File: src/hw/stream_dram_pkg.sv
//////////////////////////////////////////////////
// types and sizes shared by the frame store path
// buffer and queue depths must be powers of two
//////////////////////////////////////////////////
package stream_dram_pkg;

   localparam int WORD_ADDR_W       = 14;   // 16 K words of frame memory
   localparam int BURST_WORDS       = 16;
   localparam int HEADER_WORDS      = 8;
   localparam int HDR_LEN_LO        = 2;
   localparam int HDR_LEN_HI        = 3;
   localparam int FRAME_QUEUE_DEPTH = 4;
   localparam int CMD_CREDITS       = 2;
   localparam int WBUF_WORDS        = 32;
   localparam int RBUF_WORDS        = 32;

   typedef logic [WORD_ADDR_W-1:0]               word_addr_t;
   typedef logic [WORD_ADDR_W+1:0]               half_cnt_t;
   typedef logic [WORD_ADDR_W+2:0]               byte_len_t;
   typedef logic [$clog2(WBUF_WORDS)-1:0]        wptr_t;
   typedef logic [$clog2(WBUF_WORDS):0]          wcnt_t;
   typedef logic [$clog2(RBUF_WORDS)-1:0]        rptr_t;
   typedef logic [$clog2(RBUF_WORDS):0]          rcnt_t;
   typedef logic [$clog2(FRAME_QUEUE_DEPTH)-1:0] qptr_t;
   typedef logic [$clog2(FRAME_QUEUE_DEPTH):0]   qcnt_t;
   typedef logic [$clog2(CMD_CREDITS+1)-1:0]     credit_t;

   localparam byte_len_t HDR_BYTES = byte_len_t'(HEADER_WORDS * 4);

   typedef enum logic [2:0] {
      DT_FRAME_START,
      DT_PIXEL,
      DT_FRAME_END,
      DT_HEADER_START,
      DT_HEADER,
      DT_HEADER_END,
      DT_OTHER
   } dtype_e;

   typedef enum logic {MEM_WRITE, MEM_READ} mem_op_e;

   typedef enum logic [1:0] {WR_FRAME, WR_HEADER, WR_FLUSH_FRAME, WR_FLUSH_HEADER} wr_state_e;
   typedef enum logic {RD_IDLE, RD_FETCH} rd_state_e;

   typedef struct packed {
      logic        valid;
      dtype_e      dtype;
      logic [15:0] data;
   } stream_word_t;

   typedef struct packed {
      logic       valid;
      mem_op_e    op;
      word_addr_t word_addr;
      logic [3:0] burst_len;   // words minus one
   } mem_cmd_t;

   typedef struct packed {
      logic        valid;
      logic [31:0] data;
   } rd_beat_t;

   typedef struct packed {
      word_addr_t base;
      word_addr_t len_words;   // multiple of BURST_WORDS
   } frame_desc_t;

endpackage
File: src/hw/frame_reader.sv
//////////////////////////////////////////////////
// reads queued frames back by 16 word bursts and
// hands out half-words, low half first
// beats still owed after a flush are discarded
//////////////////////////////////////////////////
`timescale 1ns/1ps
module frame_reader (
   input  logic                         rclk,
   input  logic                         resetb,
   input  logic                         enable,
   input  logic                         read_mode,
   input  stream_dram_pkg::frame_desc_t head,
   input  logic                         queue_empty,
   input  logic                         grant,
   input  stream_dram_pkg::rd_beat_t    rd_beat,
   input  logic                         read_pop,
   output logic                         desc_pop,
   output stream_dram_pkg::mem_cmd_t    cmd_req,
   output logic                         read_rdy,
   output logic [15:0]                  read_data,
   output logic                         read_busy
);

   stream_dram_pkg::rd_state_e          state;
   logic [31:0]                         rbuf [stream_dram_pkg::RBUF_WORDS];
   stream_dram_pkg::rptr_t              wptr, rptr;
   stream_dram_pkg::rcnt_t              rcount, outstanding, junk;
   stream_dram_pkg::word_addr_t         rd_addr, req_left;
   logic [stream_dram_pkg::WORD_ADDR_W:0] out_left;   // half-words left in the frame
   logic                                half_sel, take, beat_keep;

   assign desc_pop  = enable && state == stream_dram_pkg::RD_IDLE && read_mode && !queue_empty;
   assign read_rdy  = rcount != '0;
   assign take      = read_pop && read_rdy;
   assign read_data = half_sel ? rbuf[rptr][31:16] : rbuf[rptr][15:0];
   assign beat_keep = rd_beat.valid && junk == '0;
   assign read_busy = state == stream_dram_pkg::RD_FETCH;

   // only ask when the whole burst fits
   assign cmd_req.valid     = enable && state == stream_dram_pkg::RD_FETCH && req_left != '0 &&
                              rcount + outstanding <= stream_dram_pkg::rcnt_t'(
                              stream_dram_pkg::RBUF_WORDS - stream_dram_pkg::BURST_WORDS);
   assign cmd_req.op        = stream_dram_pkg::MEM_READ;
   assign cmd_req.word_addr = rd_addr;
   assign cmd_req.burst_len = 4'(stream_dram_pkg::BURST_WORDS - 1);

   always_ff @(posedge rclk or negedge resetb) begin
      if (!resetb) begin
         state       <= stream_dram_pkg::RD_IDLE;
         wptr        <= '0;
         rptr        <= '0;
         rcount      <= '0;
         outstanding <= '0;
         junk        <= '0;
         rd_addr     <= '0;
         req_left    <= '0;
         out_left    <= '0;
         half_sel    <= 1'b0;
      end else if (!enable) begin
         state       <= stream_dram_pkg::RD_IDLE;
         wptr        <= '0;
         rptr        <= '0;
         rcount      <= '0;
         req_left    <= '0;
         out_left    <= '0;
         half_sel    <= 1'b0;
         outstanding <= '0;
         junk        <= junk + outstanding - rd_beat.valid;
      end else begin
         if (desc_pop) begin
            state    <= stream_dram_pkg::RD_FETCH;
            rd_addr  <= head.base;
            req_left <= head.len_words;
            out_left <= {head.len_words, 1'b0};
         end
         if (grant) begin
            rd_addr  <= rd_addr + stream_dram_pkg::word_addr_t'(stream_dram_pkg::BURST_WORDS);
            req_left <= req_left - stream_dram_pkg::word_addr_t'(stream_dram_pkg::BURST_WORDS);
         end
         outstanding <= outstanding - beat_keep +
                        (grant ? stream_dram_pkg::rcnt_t'(stream_dram_pkg::BURST_WORDS) : '0);
         if (rd_beat.valid && junk != '0) junk <= junk - 1'b1;
         wptr   <= wptr + beat_keep;
         rcount <= rcount + beat_keep - (take && half_sel);
         if (take) begin
            half_sel <= !half_sel;
            rptr     <= rptr + half_sel;
            out_left <= out_left - 1'b1;
            if (out_left == 1) state <= stream_dram_pkg::RD_IDLE;   // frame delivered
         end
      end
   end

   always_ff @(posedge rclk) begin
      if (enable && beat_keep) rbuf[wptr] <= rd_beat.data;
   end

endmodule

File: config.mk
export PLATFORM = sky130hd
export DESIGN_NAME = frame_reader
export DESIGN_NICKNAME = d
export VERILOG_FILES = /design/src/hw/stream_dram_pkg.sv /design/src/hw/frame_reader.sv
export SDC_FILE = /design/constraint.sdc
export NUM_CORES = 1
export LEC_CHECK = 0
export BUFFER_PORTS_ARGS = -buffer_cell sky130_fd_sc_hd__clkbuf_2
export CORE_MARGIN = 2
export CORE_UTILIZATION = 31
export CTS_CLUSTER_SIZE = 10
export DETAILED_ROUTE_END_ITERATION = 12
export PLACE_DENSITY = 0.43
export REMOVE_ABC_BUFFERS = 1
export SLEW_MARGIN = 0
export SYNTH_ARGS = -nofsm -noshare
export SYNTH_HDL_FRONTEND = slang
export SYNTH_SLANG_ARGS = --single-unit
File: constraint.sdc
create_clock -name rclk -period 7.8 [get_ports rclk]
set_input_delay 1.95 -clock rclk [delete_from_list [all_inputs] [get_ports rclk]]
set_output_delay 1.95 -clock rclk [all_outputs]
set_load 0.02 [all_outputs]
Word level (Yosys, flattened, before mapping)
Memory sizes are Yosys's and may differ from the RTL's.
Cells that the tools add are included.
{ "word_totals": {"register_bits": 73, "latchBits": 0, "ram_bits": 1024, "mem_bits_ro": 0, "inputBits": 68, "output_inout_bits": 39, "elab_cells": 75, "memories": 1} }
{ "op_classes": {"n_addsub": 13, "n_mul": 0, "n_div": 0, "n_lt_le_gt_ge": 1, "n_eq_ne": 5, "shift": 0, "mux": 25, "bitwise": 1, "n_reduce_logical": 19} }
{ "memory_table": {"columns": ["memory", "words", "width", "read_ports", "rd_ports_with_merged_regs", "wr", "line", "rtl"], "rows": [
  ["rbuf", 32, 32, 1, 0, 1, "frame_reader.sv:25", "logic [31:0] rbuf [stream_dram_pkg::RBUF_WORDS];"]
]} }
{ "ops": {"columns": ["cell", "n"], "rows": [
  ["two-way mux 14 bit", 5],
  ["two-way mux 15 bit", 3],
  ["two-way mux 6 bit", 4],
  ["two-way mux 5 bit", 4],
  ["subtractor 6 x 1 -> 6 bit", 3],
  ["two-way mux 16 bit", 1],
  ["equality test 15 x 1 -> 1 bit (second input constant)", 1],
  ["subtractor 15 x 1 -> 15 bit (second input constant)", 1],
  ["adder 14 x 5 -> 14 bit (second input constant)", 1],
  ["nonzero test 14 bit", 1],
  ["subtractor 14 x 5 -> 14 bit (second input constant)", 1],
  ["adder 6 bit", 2],
  ["nonzero test 6 bit", 2],
  ["logical AND 1 bit", 11],
  ["adder 5 x 1 -> 5 bit", 2],
  ["two-way mux 1 bit", 8],
  ["adder 6 x 1 -> 6 bit", 1],
  ["adder 6 x 5 -> 6 bit", 1],
  ["less-or-equal comparator 6 x 5 -> 1 bit (second input constant)", 1],
  ["zero test 6 bit", 1],
  ["!= test 3 x 1 -> 1 bit (second input constant)", 2],
  ["subtractor 6 x 1 -> 6 bit (second input constant)", 1],
  ["!= test 2 x 1 -> 1 bit (second input constant)", 2],
  ["zero test 1 bit", 2],
  ["other kinds (3)", 3]
]} }

Logic depth before layout (Yosys ltp)
Gate-level depths: netlist of run 1.
{ "logic_depth": {"word_depth": 8, "depth_mapped": 14, "mapped_depth_nobuf": 14} }

Worst setup path after synthesis of run 1
Ideal clock, no wire load.
{ "synth_path": {"path_kind": "input-to-reg", "start": "input rd_beat[32] (netlist bit)", "end": "memory rbuf[18][0], enable pin", "setup_ns": 0.501, "t_arrival_ns": 5.477, "required_ns": 7.299, "setup_slack_ns": 1.822, "stages": 3, "path_buffers": 0, "path_cell_list": "nor3b_4 nand3_2 nor4_1"} }
{ "synth_via": {"elab_chain_len": 4} }
{ "synth_rtl": {"columns": ["element", "line", "rtl"], "rows": [
  ["start, declared", "frame_reader.sv:15", "input stream_dram_pkg::rd_beat_t rd_beat,"],
  ["logical AND 1 bit", "frame_reader.sv:36", "assign beat_keep = rd_beat.valid && junk == '0;"],
  ["logical AND 1 bit", "frame_reader.sv:95", "if (enable && beat_keep) rbuf[wptr] <= rd_beat.data;"],
  ["two-way mux 1 bit", "frame_reader.sv:95", null],
  ["two-way mux 1 bit (not written as such)", "frame_reader.sv:95", null],
  ["end, declared", "frame_reader.sv:25", null]
]} }
Every way passes these cells.

Worst setup path in the final report of run 1
{ "layout_path": {"start": "register rptr[3]", "end": "output read_data[2]"} }
{ "layout_via": {"elab_chain_len": 2} }
{ "layout_rtl": {"columns": ["element", "line", "rtl"], "rows": [
  ["start, declared", "frame_reader.sv:26", "stream_dram_pkg::rptr_t wptr, rptr;"],
  ["start signal, assigned", "frame_reader.sv:87", "rptr <= rptr + half_sel;"],
  ["memory read (32 x 32 bit)", null, null],
  ["two-way mux 16 bit", "frame_reader.sv:35", "assign read_data = half_sel ? rbuf[rptr][31:16] : rbuf[rptr][15:0];"],
  ["end, declared", "frame_reader.sv:20", "output logic [15:0] read_data,"]
]} }
Every way passes these cells.

==> results_dict.tcl, run 1 <==
set metrics [dict create \
    run_status "finished clean" \
    post_cts_hold_buffer_count 0 \
    overall_die_height_um 381 \
    clk_path_buf_depth 3 \
    netlist_area_um2 44200 \
    regToRegStartpoint "junk[0]" \
    rows 138 \
    dr.pass1.iters 5 \
    global_route.overflow_total 0 \
    grt_start_max_net_pins 78 \
    via_count_of_the_first_global_routing_pass 24545 \
    die-width_um 381 \
    final_instance_area_um2 51100 \
    finalSetupViolCount 0 \
    pwr_density_cell_nw_per_um2 283 \
    cts_buffers 134 \
    cp_top_family "simple AND/OR/NAND/NOR gates" \
    yosysMostFrequentCell "edfxtp_1" \
    postCtsSetupBuffers 0 \
    post_route_cells_drive_above_1_share 0.224 \
    postRouteAntennaNets 0 \
    clk_root_buffer_cell "clkbuf_16" \
    drt-initial-drc-count 1989 \
    num_io_pins 107 \
    multi_input_comb_area_um2 11000 \
    final_core_util 0.361 \
    criticalPathCategory "flip-flop to output port" \
    worst_hold_path_class "flip-flop to flip-flop" \
    via_count 23338 \
    synth_cells 2386 \
    min_period_over_period 0.818 \
    finalHoldViolCount 0 \
    synthToLayoutAreaGrowth_pct 15.6 \
    num_antenna_cells 0 \
    synth_top_area_cell "edfxtp_1" \
    worstPathCellList "buf_4, nor2b_4, nand2_1, a41oi_1, a31oi_1, nor3_1, clkbuf_2" \
    crit-reg2reg-capture "rbuf[27][22]" \
    power_mw 14.5 \
    timing.critical_path.slowest_stage_cell "dfrtp_2" \
    routed_via_density 5.16 \
    static-leakage-power_nw 16.0 \
    synth_edf_count 1024 \
    start_util 0.312 \
    relSlewSlack 0.132 \
    worst-path-buf-inv 2 \
    worst_reg_to_reg_path_cell_count 7 \
    cts-htree-levels 4 \
    final_net_count 2674 \
    synthesis.area_per_instance_um2 18.5 \
    area.sequential_um2 32600 \
    reg2reg_slack_ns 3.52 \
    synthTopCellsByArea "edfxtp_1 70%, mux4_2 9.8%, dfrtp_1 4.1%" \
    final-max-slew-violation-count 0 \
    placeableCoreArea_um2 141000 \
    routedWlPerCell_um 27.5 \
    synth.yosys.warnings 0 \
    post_cts_resized 0 \
    timing.critical_path.to_type "output port" \
    clock_insertion_delay_worst_skew_ns 0.76 \
    dpl.hpwl_mm 71.1 \
    required_ns 5.85 \
    finalCriticalPeriod_ns 6.38 \
    final_cell_count_no_fill 4519 \
    global_route_wire_length_before_repair_mm 179 \
    routed_wl_mm 124 \
    buffer_ports.inserted 101 \
    fin_worst_skew_ns 0.0206 \
    totalNegativeSetupSlack_ns 0 \
    grt_setup_unrepaired "no" \
    synth_register_bits 1097 \
    critPathMaxStageDelay_ns 0.97 \
    antenna_violations_before_repair 4 \
    ys_dominant_reg_cell "edfxtp_1" \
    start_kind "flip-flop" \
    synth-async-reset-ratio 0.0665 \
    cp-endpoint "read_data[2]" \
    worst-endpoint-arrival_ns 4.43 \
    worstMarginPinSlew_ns 1.30 \
    synthTopCellsByCount "1024 x edfxtp_1, 193 x mux4_2, 160 x nor2_1, 157 x mux2i_1, 100 x nand2_1" \
    placed_area_um2 47200 \
    filler_cell_count 13072 \
    place_congestion 0.776 \
    vdd_drop_max_mv 0.176 \
    clk_transition_reported_paths_ns 0.05 \
    synth_largest_type_area_fraction 0.696 \
    worst_setup_path_startpoint "rptr[3]" \
    dpl.cell_count 4317 \
    critical_path_cell_count 7 \
    synth_sequential_area_ratio 0.737 \
    tritoncts_num_sinks 1097 \
    largest_fanout_on_the_critical_path 24 \
    timing.hold.worst.start "rd_addr[0]" \
    track_usage 0.171 \
    drc 0 \
    tritoncts "done" \
    die_area_um2 146000 \
    maximum_clock_rate_mhz 157 \
    drv_cap 0 \
    synth_cell_type_count 75 \
]
logic make-up after synthesis:
group | share of synthesized area
multiplexers | 0.138
buffers and inverters | 0.0202
other | 0.0000849
XOR/XNOR | 0.00555
adder cells (fa/ha/maj) | 0.0129
AO/OA/AOI/OAI | 0.0443
flip-flops | 0.737
AND/OR/NAND/NOR | 0.0417
worst min-delay path by stage:
stage,endpoint,slack [ns],depth (start not counted)
2_1_floorplan,req_left[12],0.46,1
3_3_place_gp,rd_addr[1],0.47,2
3_5_place_dp,rd_addr[0],0.48,2
4_1_cts,rd_addr[0],0.49,2
5_1_grt,rd_addr[0],0.50,2
6_report,rd_addr[0],0.49,2
per-layer routing:
layer  track usage  vias up  share of wire
met5             0        -        0.00041
met4        0.0443        8          0.019
met3        0.0269      167          0.037
met2         0.280      594           0.48
met1         0.237    12593           0.46
li1              -     9976              -
per-stage QoR:
stage / setup slack, ns / hold slack [ns]
floorplan: -7.20 / 0.459
global placement: 2.15 / 0.468
detailed placement: 2.11 / 0.475
CTS: 1.29 / 0.487
global route: 1.28 / 0.502
finish: 1.42 / 0.489
layout by cell type (no fill, tap or decap), drive strengths merged, types with 50 or more instances in the layout:
master,count
inv,52
clkbuf,274
nand2,101
mux2i,157
edfxtp,1024
buf,70
nor2,166
dfrtp,73
o22ai,50
mux4,193
where the power goes:
part	internal (mW)	switching, mW
Combinational	0.928	1.22
Clock	3.25	2.38
Sequential	6.53	0.147
Total	10.7	3.75
layout make-up:
type / instances / area share
Inverter: 47 / 0.00348
Timing Repair Buffer: 170 / 0.0213
Clock buffer: 174 / 0.0701
Tap cell: 1890 / 0.0463
Sequential cell: 1097 / 0.638
Multi-Input combinational cell: 1113 / 0.215
Clock inverter: 28 / 0.00598
registers in the layout (all words and copies together) (netlist names):
| signal | cells |
|---|---|
| rd_addr | 14 |
| half_sel | 1 |
| outstanding | 6 |
| req_left | 14 |
| wptr | 5 |
| out_left | 15 |
| rptr | 5 |
| rbuf | 1024 |
| rcount | 6 |
| read_busy | 1 |
| junk | 6 |
worst reg2reg max path: stages (launching register included):
cell and delay, ns:
dfrtp_1 0.38, inv_1 0.14, ha_1 0.17, or4b_4 0.48
nor3b_4 0.40, nand4_1 0.71, nor2_4 1.23, buf_4 0.45
No activity file was read; power rests on OpenSTA's default activity.
==> run 2, diff against run 1 <==
- PLACE_DENSITY: 0.43 -> 0.45
- clock period: 7.8 -> 5.8 ns (I/O delays scaled with it)
==> run 2 against run 1 <==
  * First-iteration DRC count grew 10%
  * Worst hold slack lost 0.0087 ns
  * Clock-buffer cell count shrank 2
  * Sequential share of layout area shrank 0.65 points
  * Clock power grew 37%
  * Via count grew 0.45%
  * Global-route usage shrank 0.13 points
  * Register-to-register slack lost 1.5 ns
  * Critical path depth is the same
==> results_dict.tcl, run 2 (synthesized netlist as in run 1, its figures left out) <==
set metrics [dict create \
    timing.critical_path.slowest_stage_cell "dfrtp_4" \
    clk_path_buf_depth 3 \
    place_congestion 0.775 \
    combinationalPowerShare 0.151 \
    power_frac_seq 0.457 \
    drv_cap 0 \
    start_kind "flip-flop" \
    finalHoldViolCount 0 \
    final_net_count 2704 \
    clock_insertion_delay_worst_skew_ns 0.76 \
    totalNegativeSetupSlack_ns 0 \
    setup_slack_ns 0.635 \
    routed_via_density 5.16 \
    global_route.overflow_total 0 \
    finalSetupViolCount 0 \
    run_status "finished clean" \
    overall_die_height_um 381 \
    worstMarginPinSlew_ns 1.05 \
    cts-htree-levels 4 \
    post_route_cells_drive_above_1_share 0.234 \
    buffer_ports.inserted 101 \
    grt_start_max_net_pins 74 \
    rows 138 \
    fin_worst_skew_ns 0.0237 \
    dr.pass1.iters 5 \
    groute.layer.met1.usage 0.235 \
    antenna_violations_before_repair 7 \
    die-width_um 381 \
    worst_hold_path_class "flip-flop to flip-flop" \
    worst_reg_to_reg_path_cell_count 7 \
    worst-endpoint-arrival_ns 3.72 \
    static-leakage-power_nw 16.3 \
    die_area_um2 146000 \
    criticalPathCategory "flip-flop to output port" \
    postCtsSetupBuffers 0 \
    gr-usage-met3 0.0320 \
    post_cts_resized 0 \
    min_period_over_period 0.891 \
    tritoncts "done" \
    postRouteAntennaNets 0 \
    synthToLayoutAreaGrowth_pct 16.8 \
    largest_fanout_on_the_critical_path 47 \
    routed_wl_mm 123 \
    num_io_pins 107 \
    final-max-slew-violation-count 0 \
    pwr_density_cell_nw_per_um2 380 \
    via_count 23444 \
    start_util 0.312 \
    filler_cell_count 13029 \
    required_ns 4.35 \
    placeableCoreArea_um2 141000 \
    cts_buffers 134 \
    track_usage 0.170 \
    post_cts_hold_buffer_count 0 \
    drc 0 \
    top_register "rbuf" \
    switching_fraction_of_total_power 0.256 \
    worstHoldPathCells 2 \
    layout.cells.most_common "edfxtp_1" \
    maximum_clock_rate_mhz 194 \
    power.net_switching_mw 5.02 \
    groute.layer.met2.usage 0.271 \
    top_regs "rbuf: 1024 flops, out_left: 15 flops" \
    dpl.hpwl_mm 71.0 \
    vdd_drop_max_mv 0.186 \
    relSlewSlack 0.299 \
    grt.busiest_layer "met2" \
    preCtsSetupSlack_ns 1.28 \
    num_antenna_cells 0 \
    mostFrequentLayoutCells "1024 x edfxtp_1, 193 x mux4_2, 157 x mux2i_1" \
    worstPathCellList "buf_12, mux4_2, mux2i_1, a41oi_1, a31oi_1, nor3_1, clkbuf_2" \
    drt-initial-drc-count 2195 \
    clk_transition_reported_paths_ns 0.06 \
    largest_register_ff_count 1024 \
    internal_power_mw 14.6 \
    tritoncts_num_sinks 1097 \
    clk_root_buffer_cell "clkbuf_16" \
    grt_setup_unrepaired "no" \
    timing.critical_path.to_type "output port" \
    clock_power_frac 0.392 \
    routedWlPerCell_um 27.1 \
    critPathMaxStageDelay_ns 0.72 \
    global_route_wire_length_before_repair_mm 177 \
    finalCriticalPeriod_ns 5.17 \
    via_count_of_the_first_global_routing_pass 24355 \
]
[run 2: final cells by class]
cell class,instances,area [µm²],share of cell area
clock inverters,25,377,0.00730
multi-input cells,1113,11000,0.212
inverters,47,176,0.00342
well taps,1890,2360,0.0458
repair buffers,200,1540,0.0298
flip-flops and latches,1097,32600,0.632
clock buffers,172,3580,0.0694
[run 2: power by group through the flow]
| stage | clock [mW] | combinational [mW] | sequential [mW] |
|---|---|---|---|
| CTS | 7.87 | 3.02 | 8.96 |
| floorplan | 0 | 2.44 | 9.32 |
| detailed placement | 0 | 3.01 | 9.12 |
| global placement | 0 | 2.97 | 9.11 |
| finish | 7.69 | 2.96 | 8.96 |
| global route | 8.19 | 3.26 | 8.98 |
[run 2: worst paths after layout]
path | startpoint | end | slack [ns]
hold reg to reg | rd_addr[1] | rd_addr[1] | 0.48
hold / removal | rd_addr[1] | rd_addr[1] | 0.48
setup reg to reg | junk[1] | rbuf[3][24] | 2.04
setup / recovery | rptr[0] | read_data[3] | 0.63
min in group asynchronous | resetb | rd_addr[4] | 0.85
max in group asynchronous | resetb | rptr[2] | 4.11
[run 2: worst max-delay path, delay by kind of cell (launching register included)]
family / cells / cell delay [ns]
mux: 2 / 1.08
flops: 1 / 0.72
buf+inv: 2 / 0.58
compound gates: 2 / 0.37
simple gates: 1 / 0.11
[run 2: layer usage]
layer / share of wire / up-vias
met5: 0.00035 / -
met4: 0.020 / 8
met3: 0.055 / 160
met2: 0.47 / 722
met1: 0.45 / 12529
li1: - / 10025
[run 2: through the flow]
step	power, mW	instance area, µm²	hold slack (ns)	std cells	utilization
finish	19.6	51600	0.481	4544	0.365
global route	20.4	51600	0.501	4544	0.365
CTS	19.9	51600	0.484	4544	0.365
detailed placement	12.1	47600	0.468	4347	0.337
global placement	12.1	47600	0.459	4347	0.337
floorplan	11.8	43500	0.459	2257	-
==> run 3, diff against run 2 <==
- ABC_AREA: unset -> 1
- CORE_UTILIZATION: 31 -> 30
- PLACE_DENSITY: 0.45 -> 0.44
==> run 3 against run 2 <==
  * Sequential cell count did not move
  * Largest power group unchanged
  * Combinational power rose by 11%
  * Global-route usage rose by 0.53 points
  * Clock power rose by 0.7%
  * First-iteration DRC count rose by 10%
  * Via count rose by 35%
  * Wire length rose by 16%
  * Clock skew rose by 0.00063 ns
  * Area after synthesis rose by 7.9%
  * Critical path depth rose by 4
==> results_dict.tcl, run 3 <==
set metrics [dict create \
    clk_transition_reported_paths_ns 0.05 \
    maximum_clock_rate_mhz 196 \
    via_count 31656 \
    groute.layer.met2.usage 0.278 \
    postRouteAntennaNets 0 \
    worstHoldPathCells 2 \
    synth.yosys.warnings 0 \
    grt_setup_unrepaired "no" \
    relSlewSlack 0.289 \
    global_route_wire_length_before_repair_mm 210 \
    synthTopCellsByArea "edfxtp_1 65%, nand2_1 12%, nand3_1 6.2%" \
    top_register "rbuf" \
    post_route_cells_drive_above_1_share 0.0867 \
    buffer_ports.inserted 101 \
    worst-endpoint-arrival_ns 3.65 \
    finalSetupViolCount 0 \
    finalHoldViolCount 0 \
    hold_path_end "rd_addr[3]" \
    min_period_over_period 0.879 \
    timing.hold.worst.start "rd_addr[3]" \
    routed_via_density 4.68 \
    filler_cell_count 15702 \
    clock_insertion_delay_worst_skew_ns 0.78 \
    post_cts_hold_buffer_count 0 \
    antenna_violations_before_repair 6 \
    multi_input_comb_area_um2 12400 \
    synth_cells 4518 \
    fin_worst_skew_ns 0.0243 \
    dr.pass1.iters 5 \
    start_util 0.302 \
    die-width_um 403 \
    required_ns 4.35 \
    pwr_density_cell_nw_per_um2 365 \
    run_status "finished clean" \
    drc 0 \
    clock_power_frac 0.388 \
    layout.cells.most_common "nand2_1" \
    mostFrequentLayoutCells "1532 x nand2_1, 1024 x edfxtp_1, 592 x nand3_1" \
    worst_hold_path_class "flip-flop to flip-flop" \
    crit-reg2reg-capture "rbuf[31][11]" \
    place_congestion 0.757 \
    start_kind "flip-flop" \
    placeableCoreArea_um2 158000 \
    area.sequential_um2 32600 \
    internal_power_mw 14.2 \
    synth_cell_type_count 39 \
    static-leakage-power_nw 21.3 \
    cts_buffers 136 \
    synth-async-reset-ratio 0.0665 \
    synthesis.area_per_instance_um2 10.5 \
    synth_register_bits 1097 \
    largest_fanout_on_the_critical_path 148 \
    ys_dominant_reg_cell "edfxtp_1" \
    routedWlPerCell_um 21.1 \
    overall_die_height_um 403 \
    clk_root_buffer_cell "clkbuf_16" \
    final_core_util 0.346 \
    postCtsSetupBuffers 0 \
    post_cts_resized 0 \
    reg2reg_slack_ns 2.07 \
    drv_cap 0 \
    criticalPathCategory "flip-flop to output port" \
    worst_reg_to_reg_path_cell_count 9 \
    combinationalPowerShare 0.165 \
    final-max-slew-violation-count 0 \
    fin_worst_hold_slack_ns 0.478 \
    timing.critical_path.to_type "output port" \
    track_usage 0.175 \
    clk_path_buf_depth 3 \
    largest_register_ff_count 1024 \
    grt.busiest_layer "met2" \
    num_io_pins 107 \
    grt_start_max_net_pins 149 \
    tritoncts "done" \
    gr-usage-met3 0.0307 \
    synth_edf_count 1024 \
    drt-initial-drc-count 2421 \
    netlist_area_um2 47700 \
    final_net_count 4730 \
    power_mw 20.0 \
    dpl.hpwl_mm 78.0 \
    power.net_switching_mw 5.77 \
    rows 146 \
    yosysMostFrequentCell "nand2_1" \
    global_route.overflow_total 0 \
    synth_sequential_area_ratio 0.684 \
    synth_largest_type_area_fraction 0.645 \
    power_frac_seq 0.448 \
    vdd_drop_max_mv 0.292 \
    via_count_of_the_first_global_routing_pass 30805 \
    synthTopCellsByCount "1533 x nand2_1, 1024 x edfxtp_1, 592 x nand3_1, 431 x inv_1, 270 x nor2_1" \
    synth_top_area_cell "edfxtp_1" \
    synthToLayoutAreaGrowth_pct 14.8 \
    die_area_um2 162000 \
    finalCriticalPeriod_ns 5.10 \
    top_regs "rbuf: 1024 flops, out_left: 15 flops" \
    cts-htree-levels 4 \
    regToRegStartpoint "junk[0]" \
    tritoncts_num_sinks 1097 \
    switching_fraction_of_total_power 0.289 \
    routed_wl_mm 142 \
    worstMarginPinSlew_ns 1.07 \
    groute.layer.met1.usage 0.245 \
]
==> run 3: cell count changes after synthesis, sizes merged, moves of 106 or more <==
cell	change
nand3	+559
nor2	+106
buf	+116
inv	+390
mux2i	-157
nand2	+1432
mux4	-193
==> run 3: stage by stage <==
stage	TNS, ns	std cells	area, µm²	setup WS, ns
floorplan	-205.86	4288	46400	-11.13
global placement	0	6553	50800	1.34
detailed placement	0	6553	50800	1.33
CTS	0	6756	54700	0.569
global route	0	6757	54700	0.484
finish	0	6758	54700	0.701
==> run 3: how the worst max path moves through the flow <==
stage	slack [ns]	startpoint	end	cells past startpoint
2_1_floorplan	-11.13	rptr[0]	read_data[0]	8
3_3_place_gp	1.34	rd_beat[32]	rbuf[31][11]	8
3_5_place_dp	1.33	rd_beat[32]	rbuf[31][11]	8
4_1_cts	0.57	rptr[0]	read_data[6]	11
5_1_grt	0.48	rptr[0]	read_data[6]	11
6_report	0.70	rptr[0]	read_data[6]	11
==> run 3: final cells by class <==
type,instances,share of cell area
multi-input cells,2752,0.226
flip-flops and latches,1097,0.596
clock inverters,31,0.00649
diodes,2,0.0000915
clock buffers,172,0.0652
repair buffers,193,0.0283
well taps,2072,0.0474
inverters,439,0.0307
==> run 3: worst max-delay path: stages, from the launching register on <==
cell and delay, ns:
dfrtp_4 0.71, inv_16 0.54, buf_4 0.43, nand2_1 0.08
nand2_1 0.07, nand2_1 0.05, nand3_1 0.08, nand3_1 0.18
nand2_1 0.15, nand3_1 0.08, nand2_1 0.19, clkbuf_2 0.22
==> run 3: per-layer routing <==
metal | vias up | wire length [µm]
met5 | - | 27
met4 | 4 | 2990
met3 | 193 | 7230
met2 | 731 | 65600
met1 | 15455 | 66500
li1 | 15273 | -
==> run 3: kinds of logic (layout without fill, tap and decap cells) <==
| group | Yosys count | count (layout) | share of synthesized area |
|---|---|---|---|
| simple gates | 2421 | 2421 | 0.208 |
| flops | 1097 | 1097 | 0.684 |
| buf+inv | 673 | 835 | 0.0621 |
| compound gates | 267 | 267 | 0.0318 |
| fa+ha+maj | 43 | 43 | 0.0119 |
| xor+xnor | 16 | 16 | 0.00294 |
| other cells | 1 | 7 | 0.0000787 |
==> run 3: power groups by stage <==
| stage | clock network, mW | registers [mW] | logic, mW |
|---|---|---|---|
| 2_1_floorplan | 0 | 9.27 | 2.44 |
| 3_3_place_gp | 0 | 9.10 | 3.31 |
| 3_5_place_dp | 0 | 9.10 | 3.32 |
| 4_1_cts | 7.94 | 8.94 | 3.34 |
| 5_1_grt | 8.24 | 8.96 | 3.75 |
| 6_report | 7.74 | 8.94 | 3.29 |
